[src/design/tdc_spi_config.svh]
`ifndef TDC_SPI_CONFIG_SVH
`define TDC_SPI_CONFIG_SVH

// one sck period is 2**TDC_SPI_CLK_DIV clk cycles
`define TDC_SPI_CLK_DIV 2

// apb address width in bits
`define TDC_APB_ADDR_W 4

// register byte offsets
`define TDC_REG_CMD    4'h0   // host writes the tx byte and cs_end
`define TDC_REG_STATUS 4'h4   // host reads busy, done, overrun and cs
`define TDC_REG_RXDATA 4'h8   // host reads the last received byte

// bit positions inside the register words
`define TDC_CMD_CS_END_BIT 8

`endif

[src/design/tdc_spi_pkg.sv]
`default_nettype none

`include "tdc_spi_config.svh"

package tdc_spi_pkg;

  typedef logic [7:0] spi_byte_t;                        // one spi data byte
  typedef logic [`TDC_APB_ADDR_W-1:0] apb_addr_t;        // apb byte address
  typedef logic [31:0] apb_data_t;                       // apb read / write word
  typedef logic [`TDC_SPI_CLK_DIV-1:0] spi_phase_t;      // sck phase counter

  // byte engine states
  // cs goes low on leaving idle and takes its new level in wait_before_cs
  typedef enum logic [2:0] {
    idle,
    wait_half,        // half period between cs low and the first bit
    transfer,         // eight bit periods, sck toggling
    wait_before_cs,   // half period, then cs takes the cs_end level
    wait_during_cs    // one full period of hold
  } spi_state_t;

endpackage

`default_nettype wire

[src/design/spi_cmd_if.sv]
`timescale 1ns/100ps
`default_nettype none

interface spi_cmd_if;
  import tdc_spi_pkg::*;

  logic      start;     // one cycle launch pulse
  spi_byte_t tx_data;
  logic      cs_end;    // release cs after this byte
  logic      rd_rx;     // rxdata was read
  logic      busy;
  logic      cs;        // cs pin level, active low
  spi_byte_t rx_byte;   // byte shifted in by the engine
  logic      new_data;  // rx_byte valid, one cycle
  spi_byte_t rx_data;   // holding register seen by the host
  logic      done;
  logic      overrun;

  modport decoder (
    output start, tx_data, cs_end, rd_rx,
    input  busy, cs, rx_data, done, overrun
  );

  modport engine (
    input  start, tx_data, cs_end,
    output busy, cs, rx_byte, new_data
  );

  modport result (
    input  new_data, rx_byte, rd_rx,
    output rx_data, done, overrun
  );

endinterface

`default_nettype wire

[src/design/tdc_apb_decode.sv]
`timescale 1ns/100ps
`default_nettype none

`include "tdc_spi_config.svh"

module tdc_apb_decode (
  input  wire logic                   clk,
  input  wire logic                   rst,
  input  wire tdc_spi_pkg::apb_addr_t paddr,
  input  wire logic                   psel,
  input  wire logic                   penable,
  input  wire logic                   pwrite,
  input  wire tdc_spi_pkg::apb_data_t pwdata,
  output      tdc_spi_pkg::apb_data_t prdata,
  output      logic                   pready,
  output      logic                   pslverr,
  spi_cmd_if.decoder                  cmd
);
  import tdc_spi_pkg::*;

  logic      access;      // apb access phase
  logic      hit_cmd;
  logic      hit_status;
  logic      hit_rxdata;
  logic      mapped;
  logic      wr_cmd;
  logic      cmd_stall;
  logic      cmd_done;    // cmd write completes this cycle
  logic      rd_en;
  logic      start_q;
  spi_byte_t tx_data_q;
  logic      cs_end_q;
  apb_data_t status_word;

  assign access     = psel && penable;
  assign hit_cmd    = (paddr == `TDC_REG_CMD);
  assign hit_status = (paddr == `TDC_REG_STATUS);
  assign hit_rxdata = (paddr == `TDC_REG_RXDATA);
  assign mapped     = hit_cmd || hit_status || hit_rxdata;

  // a cmd write has to wait until the engine has taken the previous one,
  // start_q covers the cycle before busy rises
  assign wr_cmd    = access && pwrite && hit_cmd;
  assign cmd_stall = wr_cmd && (cmd.busy || start_q);
  assign cmd_done  = wr_cmd && !cmd_stall;

  assign pready  = !cmd_stall;         // only back-pressure on the bus
  assign pslverr = access && !mapped;

  always_ff @(posedge clk) begin
    if (rst) begin
      start_q <= 1'b0;
    end else begin
      start_q <= cmd_done;             // pulse in the cycle after completion
    end
  end

  // command payload, held stable while the engine runs
  always_ff @(posedge clk) begin
    if (cmd_done) begin
      tx_data_q <= pwdata[7:0];
      cs_end_q  <= pwdata[`TDC_CMD_CS_END_BIT];
    end
  end

  assign cmd.start   = start_q;
  assign cmd.tx_data = tx_data_q;
  assign cmd.cs_end  = cs_end_q;

  assign status_word = {28'd0, cmd.cs, cmd.overrun, cmd.done, cmd.busy};

  // reads never stall, so the access phase lasts one cycle
  assign rd_en     = access && !pwrite;
  assign cmd.rd_rx = rd_en && hit_rxdata;

  always_comb begin
    prdata = '0;
    if (rd_en) begin
      case (paddr)
        `TDC_REG_STATUS: prdata = status_word;
        `TDC_REG_RXDATA: prdata = {24'd0, cmd.rx_data};
        default:         prdata = '0;   // cmd is write only
      endcase
    end
  end

endmodule

`default_nettype wire

[src/design/tdc_spi_master.sv]
`timescale 1ns/100ps
`default_nettype none

`include "tdc_spi_config.svh"

module tdc_spi_master (
  input  wire logic  clk,
  input  wire logic  rst,
  input  wire logic  miso,
  output      logic  sck,
  output      logic  mosi,
  spi_cmd_if.engine  cmd
);
  import tdc_spi_pkg::*;

  // last phase count of a half and of a full sck period
  localparam spi_phase_t HALF_LAST = spi_phase_t'((1 << (`TDC_SPI_CLK_DIV - 1)) - 1);
  localparam spi_phase_t FULL_LAST = '1;

  spi_state_t state_d, state_q;
  spi_phase_t phase_d, phase_q;
  logic [4:0] bit_cnt_d, bit_cnt_q;
  spi_byte_t  shift_d, shift_q;     // tx bits out, rx bits in
  spi_byte_t  rx_d, rx_q;
  logic       mosi_d, mosi_q;
  logic       cs_d, cs_q;
  logic       new_data_d, new_data_q;

  // mode 0, sck idles low and rises at mid period
  assign sck  = phase_q[`TDC_SPI_CLK_DIV-1] && (state_q == transfer);
  assign mosi = mosi_q;

  assign cmd.busy     = (state_q != idle);
  assign cmd.cs       = cs_q;
  assign cmd.rx_byte  = rx_q;
  assign cmd.new_data = new_data_q;

  always_comb begin
    state_d    = state_q;
    phase_d    = phase_q;
    bit_cnt_d  = bit_cnt_q;
    shift_d    = shift_q;
    rx_d       = rx_q;
    mosi_d     = mosi_q;
    cs_d       = cs_q;
    new_data_d = 1'b0;

    case (state_q)
      idle: begin
        phase_d   = '0;
        bit_cnt_d = '0;
        if (cmd.start) begin
          state_d = wait_half;
          cs_d    = 1'b0;                  // open or continue the frame
        end
      end

      wait_half: begin
        phase_d = phase_q + 1'b1;
        if (phase_q == HALF_LAST) begin
          phase_d = '0;
          shift_d = cmd.tx_data;           // load the byte to send
          state_d = transfer;
        end
      end

      transfer: begin
        phase_d = phase_q + 1'b1;
        if (phase_q == '0) begin
          mosi_d = shift_q[7];             // msb first, sck is low here
        end else if (phase_q == HALF_LAST) begin
          shift_d = {shift_q[6:0], miso};  // sampled on the rising sck edge
        end else if (phase_q == FULL_LAST) begin
          bit_cnt_d = bit_cnt_q + 1'b1;
          if (bit_cnt_q == 5'd7) begin
            rx_d    = shift_q;             // all eight bits are in
            phase_d = '0;
            state_d = wait_before_cs;
          end
        end
      end

      wait_before_cs: begin
        phase_d = phase_q + 1'b1;
        if (phase_q == HALF_LAST) begin
          cs_d    = cmd.cs_end;            // high ends the frame
          phase_d = '0;
          state_d = wait_during_cs;
        end
      end

      wait_during_cs: begin
        phase_d = phase_q + 1'b1;
        if (phase_q == FULL_LAST) begin
          phase_d    = '0;
          new_data_d = 1'b1;               // busy drops in the same cycle
          state_d    = idle;
        end
      end

      default: state_d = idle;
    endcase
  end

  always_ff @(posedge clk) begin
    if (rst) begin
      state_q    <= idle;
      phase_q    <= '0;
      bit_cnt_q  <= '0;
      mosi_q     <= 1'b0;
      cs_q       <= 1'b1;                  // no slave selected
      new_data_q <= 1'b0;
    end else begin
      state_q    <= state_d;
      phase_q    <= phase_d;
      bit_cnt_q  <= bit_cnt_d;
      mosi_q     <= mosi_d;
      cs_q       <= cs_d;
      new_data_q <= new_data_d;
    end
  end

  always_ff @(posedge clk) begin
    shift_q <= shift_d;
    rx_q    <= rx_d;
  end

endmodule

`default_nettype wire

[src/design/tdc_spi_result.sv]
`timescale 1ns/100ps
`default_nettype none

module tdc_spi_result (
  input  wire logic clk,
  input  wire logic rst,
  spi_cmd_if.result res
);
  import tdc_spi_pkg::*;

  spi_byte_t rx_data_q;
  logic      done_q;
  logic      overrun_q;

  // flags are sticky until the host reads rxdata
  always_ff @(posedge clk) begin
    if (rst) begin
      done_q    <= 1'b0;
      overrun_q <= 1'b0;
    end else if (res.new_data) begin
      done_q <= 1'b1;
      if (res.rd_rx) begin
        overrun_q <= 1'b0;                 // old byte was just read
      end else begin
        overrun_q <= overrun_q || done_q;  // unread byte gets replaced
      end
    end else if (res.rd_rx) begin
      done_q    <= 1'b0;
      overrun_q <= 1'b0;
    end
  end

  // newest byte always replaces the held one
  always_ff @(posedge clk) begin
    if (res.new_data) begin
      rx_data_q <= res.rx_byte;
    end
  end

  assign res.rx_data = rx_data_q;
  assign res.done    = done_q;
  assign res.overrun = overrun_q;

endmodule

`default_nettype wire

[src/design/tdc_spi_top.sv]
`timescale 1ns/100ps
`default_nettype none

module tdc_spi_top (
  input  wire logic                   clk,
  input  wire logic                   rst,
  // apb slave
  input  wire tdc_spi_pkg::apb_addr_t paddr,
  input  wire logic                   psel,
  input  wire logic                   penable,
  input  wire logic                   pwrite,
  input  wire tdc_spi_pkg::apb_data_t pwdata,
  output      tdc_spi_pkg::apb_data_t prdata,
  output      logic                   pready,
  output      logic                   pslverr,
  // spi master pins
  output      logic                   sck,
  output      logic                   mosi,
  input  wire logic                   miso,
  output      logic                   cs        // active low
);

  spi_cmd_if cmd_bus ();

  tdc_apb_decode u_decode (
    .clk     (clk),
    .rst     (rst),
    .paddr   (paddr),
    .psel    (psel),
    .penable (penable),
    .pwrite  (pwrite),
    .pwdata  (pwdata),
    .prdata  (prdata),
    .pready  (pready),
    .pslverr (pslverr),
    .cmd     (cmd_bus.decoder)
  );

  tdc_spi_master u_master (
    .clk  (clk),
    .rst  (rst),
    .miso (miso),
    .sck  (sck),
    .mosi (mosi),
    .cmd  (cmd_bus.engine)
  );

  tdc_spi_result u_result (
    .clk (clk),
    .rst (rst),
    .res (cmd_bus.result)
  );

  assign cs = cmd_bus.cs;   // engine register drives the pin

endmodule

`default_nettype wire

[config.mk]
export PLATFORM = sky130hd
export DESIGN_NAME = tdc_spi_top
export DESIGN_NICKNAME = d
export VERILOG_FILES = /design/src/design/tdc_spi_pkg.sv /design/src/design/spi_cmd_if.sv /design/src/design/tdc_apb_decode.sv /design/src/design/tdc_spi_master.sv /design/src/design/tdc_spi_result.sv /design/src/design/tdc_spi_top.sv
export VERILOG_INCLUDE_DIRS = /design/src /design/src/design
export SDC_FILE = /design/constraint.sdc
export NUM_CORES = 1
export LEC_CHECK = 0
export BUFFER_PORTS_ARGS = -buffer_cell sky130_fd_sc_hd__buf_4
export CORE_MARGIN = 1
export CORE_UTILIZATION = 54
export DETAILED_ROUTE_END_ITERATION = 16
export GPL_TIMING_DRIVEN = 0
export HOLD_SLACK_MARGIN = 0.06
export PLACE_DENSITY = 0.92
export SYNTH_ARGS = -nofsm -noshare
export SYNTH_HDL_FRONTEND = slang
export SYNTH_SLANG_ARGS = --single-unit
[constraint.sdc]
create_clock -name clk -period 4.4 [get_ports clk]
set_clock_uncertainty 0.05 [all_clocks]
set_input_delay 0.88 -clock clk [delete_from_list [all_inputs] [get_ports clk]]
set_output_delay 0.88 -clock clk [all_outputs]
set_load 0.02 [all_outputs]
# Word-level counts from Yosys, hierarchy flattened
# Index checks and enable logic that the tools add are counted.
# word_totals
elab_cells	104
inputBits	42
out_inout_bits	37
reg_bits	49
# op_classes
addsub	2
n_eq_ne	18
reduce_logical	33
muxes	34
n_bitwise	3
# op_table
cell	count
2-to-1 mux 32 bit	1
one-hot mux 8 bit (2 select lines)	2
2-to-1 mux 3 bit	8
2-to-1 mux 8 bit	3
2-to-1 mux 5 bit	3
one-hot mux 3 bit (5 select lines)	1
2-to-1 mux 2 bit	6
!= test 2 bit (second input constant)	6
one-hot mux 5 bit (2 select lines)	1
logical AND 1 bit	9
one-hot mux 2 bit (4 select lines)	1
AND reduction 4 bit	2
AND reduction 8 bit	1
nonzero test 2 bit	4
2-to-1 mux 1 bit	7
== test 3 x 2 -> 1 bit (second input constant)	2
!= test 2 x 1 -> 1 bit (second input constant)	3
adder 5 x 1 -> 5 bit (second input constant)	1
== test 5 x 3 -> 1 bit (second input constant)	1
AND reduction 5 bit	1
== test 4 x 3 -> 1 bit (second input constant)	1
== test 4 bit (second input constant)	1
zero test 4 bit	1
logical OR 1 bit	4
other kinds (15)	20

# Longest topological paths before layout
# depth
word_depth	6
depth_mapped	6
depth_no_buf	5

# Cells and area by module
# Synthesis repeated with hierarchy kept, for this count alone.
# hier_totals
cells_unflattened	226
area_unflattened_um2	2424.8
# modules_own_cells
module	area_each_um2	instances	cells_each
tdc_spi_master	1421.4	1	141
tdc_apb_decode	694.4	1	70
tdc_spi_result	309.0	1	15

# Worst setup path before layout
# OpenSTA, ideal clock, no wires.
# synth_path
path_type	input-to-output
from	input port paddr[0]
to	output port pready
t_required_ps	3470
path_slack_ps	1445
cell_stages	3
t_arrival_ps	2025
path_cell_list	nand4bb_1 or4b_2 o21bai_1
# synth_via
elab_chain_len	4
# synth_lines
element	line_no	source
start: declaration	tdc_spi_top.sv:8	input wire tdc_spi_pkg::apb_addr_t paddr,
zero test 4 bit (no source line)	--	
logical AND 1 bit	tdc_apb_decode.sv:43	assign wr_cmd = access && pwrite && hit_cmd;
logical AND 1 bit	tdc_apb_decode.sv:44	assign cmd_stall = wr_cmd && (cmd.busy || start_q);
zero test 1 bit	tdc_apb_decode.sv:47	assign pready = !cmd_stall;
end: declaration	tdc_spi_top.sv:14	output logic pready,
# No other way between the ends.

# Worst setup path in the final report
# Same ends and word-level chain as after synthesis.

==> run_results.csv <==
group,metric,value,unit
timing,setup_viol,0,
timing,max_slew.worst_pin.slew,1.256,ns
worst_setup_path,ff2ff_setup_slack,1.57,ns
clock_tree,cts_tree,"done",
synth,ys_types,44,
worst_setup_path,path_cells,"buf_4 -> nand4bb_1 -> or4b_2 -> o21bai_1 -> buf_4",
global_route,grt_pass1_wl,6237,um
worst_setup_path,crit_top_cell,"buf_4",
clock_tree,post_cts_buffers,0,
floorplanning,io_pins,79,
routing,routed_via_density,5.259,
floorplanning,core_area,4115,sq um
placed_design,dp_hpwl,3042,um
clock_tree,clk_latency,0.30,ns
synth,ys_ff_latch,49,
power_and_ir_drop,p_sw_share,22.04,%
routing,drcViolationCount,0,
synth,netlist_area,2385,sq um
worst_setup_path,crit_buf_inv,2,
job,maxCapViolCount,0,
floorplanning,dieArea,4686,sq um
clock_tree,cts_root_buffer,"clkbuf_8",
synth,async_flop_share,0,%
power_and_ir_drop,p_seq_share,60.4,%
clock_tree,cts_buffers,5,
final_layout,drive_gt1_share,32.71,%
worst_setup_path,critPathRequiredTime,3.47,ns
synth,ys_seq_area_share,54.98,%
power_and_ir_drop,power.switching,0.1776,mW
routing,first_iter_violations,52,
placed_design,dpl-instance-area,2766,sq um
clock_tree,htreeDepth,2,
worst_setup_path,crit_family,"simple AND/OR/NAND/NOR gates",
floorplanning,die_h,68.46,um
power_and_ir_drop,power_density,282.2,nW/um^2
timing,period_needed,3.250,ns
synth,syn_inst,204,
final_layout,area_delta_synth_final,19.78,%
power_and_ir_drop,total_leakage_power,1.130,nW
synth,syn_area_per_cell,11.69,sq um
worst_setup_path,startpoint_type,"primary input",
timing,rsz0062_at_grt,"false",
run_status,status,"finished clean",
worst_setup_path,path_max_fanout,4,
power_and_ir_drop,p_int,0.6284,mW
clock_tree,cts_hold_buf,0,
worst_setup_path,critical_path.max_stage_delay,0.72,ns
worst_setup_path,critPathCaptureType,"primary output",
worst_hold_path,min_path_type,"flop to flop",
timing,min_period_over_period,73.87,%
routing,vias,1662,
power_and_ir_drop,combPwrFrac,7.6,%
routing,wl_per_cell,12.88,um
worst_setup_path,worstPathArrival,2.32,ns
timing,clock.fmax,307.7,MHz
clock_tree,path_clk_slew,0.08,ns
synth,synth_ff_type,"edfxtp_1",
global_route,grt_use_total,18.44,%
global_route,grt_pass1_vias,1390,
floorplanning,die_x,68.46,um
timing,fin_setup_tns,0,ns
placed_design,portBuffers,31,
global_route,antenna_found_initial,0,
synth,synth_warnings,0,
routing,dr.pass1.iters,4,
clock_tree,cts_buffer_depth,2,
final_layout,antenna_cells,0,
power_and_ir_drop,vdd_drop_max,0.2870,mV
placed_design,finalWeightedCongestion,0.8769,
clock_tree,cts-resized-gates,0,
floorplanning,start_util,57.95,%
timing,finalHoldViolCount,0,
final_layout,fin_nets,314,
clock_tree,cts.sinks,49,
timing,slew_violations,0,
global_route,grt_max_degree,17,
final_layout,nFillCells,323,
final_layout,fin_area,2856,sq um
worst_setup_path,crit_type,"primary input to primary output",
routing,wl,4071,um
timing,slew_headroom,15.62,%
routing,antenna_left,0,
worst_setup_path,slowest_stage,"or4b_2",
floorplanning,rows,23,
global_route,grt.overflow.total,0,
synth,synth-edff-count,33,
power_and_ir_drop,clockPowerShare,32.0,%
==> logic make-up after synthesis <==
group           Yosys count  share of synthesized area [%]
buf+inv                  42                          10.91
simple gates             63                          15.79
xor+xnor                  2                         0.7347
mux                      12                          5.666
flops                    49                          54.98
compound gates           28                          8.080
other cells               1                         0.1572
fa+ha+maj                 7                          3.672
==> synth_stat cells, drive strengths merged (5+ instances only) <==
master / count / area, sq um
nor3: 7 / 35.03
nor3b: 6 / 45.04
inv: 7 / 26.28
mux2: 12 / 135.1
nand3: 6 / 30.03
nor2: 11 / 41.29
nand2: 7 / 26.28
edfxtp: 33 / 991.0
clkbuf: 6 / 22.52
ha: 7 / 87.58
dfxtp: 16 / 320.3
buf: 29 / 211.5
a21oi: 5 / 25.02
==> per-layer routing <==
layer	global-route usage, %	share of wire (%)	up-vias
li1	-	-	813
met1	22.28	42	748
met2	31.13	47	88
met3	5.333	9.1	13
met4	6.510	2.0	0
met5	0	0	-
==> registers in the layout, summed over array words and instances, names as in the netlist, 2 cells and up <==
signal and flops:
u_decode.cmd.tx_data 8, u_master.bit_cnt_q 5, u_master.cmd.rx_byte 8, u_master.phase_q 2
u_master.shift_q 8, u_master.state_q 3, u_result.res.rx_data 8
==> final timing paths <==
check	startpoint	endpoint	depth (start not counted)
hold / removal	u_master.cmd.rx_byte[6]$_DFFE_PP_	u_result.res.rx_data[6]$_DFFE_PP_	0
setup / recovery	paddr[0]	pready	5
hold reg to reg	u_master.cmd.rx_byte[6]$_DFFE_PP_	u_result.res.rx_data[6]$_DFFE_PP_	0
setup reg to reg	u_master.phase_q[1]$_SDFFE_PP0P_	u_master.cmd.rx_byte[7]$_DFFE_PP_	6
==> power groups by stage <==
stage | combinational (mW) | sequential, mW | clock, mW
2_1_floorplan | 0.0433 | 0.497 | 0
3_3_place_gp | 0.0591 | 0.497 | 0
3_5_place_dp | 0.0602 | 0.497 | 0
4_1_cts | 0.0603 | 0.487 | 0.262
5_1_grt | 0.0673 | 0.487 | 0.281
6_report | 0.0609 | 0.487 | 0.258
==> cell usage in the layout, fill, tap and decap left out, types with 7 or more instances in the layout <==
master	instances
buf_4	55
edfxtp_1	33
conb_1	24
dfxtp_1	16
mux2_2	12
nor2_1	11
inv_1	7
nand2_1	7
nor3_1	7
ha_1	7
==> per-stage QoR <==
stage | setup WS [ns] | hold WS (ns) | utilization, % | std cells | power [mW]
after floorplan | 1.445 | 0.3503 | - | 227 | 0.5407
after global placement | 1.105 | 0.3542 | 67.22 | 308 | 0.5565
after detailed placement | 1.009 | 0.3545 | 67.22 | 308 | 0.5576
after CTS | 1.162 | 0.3746 | 69.41 | 316 | 0.8095
after global routing | 1.096 | 0.3840 | 69.41 | 316 | 0.8349
final | 1.150 | 0.3744 | 69.41 | 316 | 0.8060
==> cell type report <==
cell class                 count  area [sq um]  share of cell area, %
clock inverter                 3         21.27                 0.7446
tap                           50         62.56                  2.190
inverter                       7         26.28                 0.9198
sequential                    49          1311                  45.90
clock buffer                   5         68.82                  2.409
timing repair buffer          31         232.7                  8.147
multi-input combinational    136         899.6                  31.49
buffer                        35         234.0                  8.191
No activity file was read; power rests on OpenSTA's default activity.
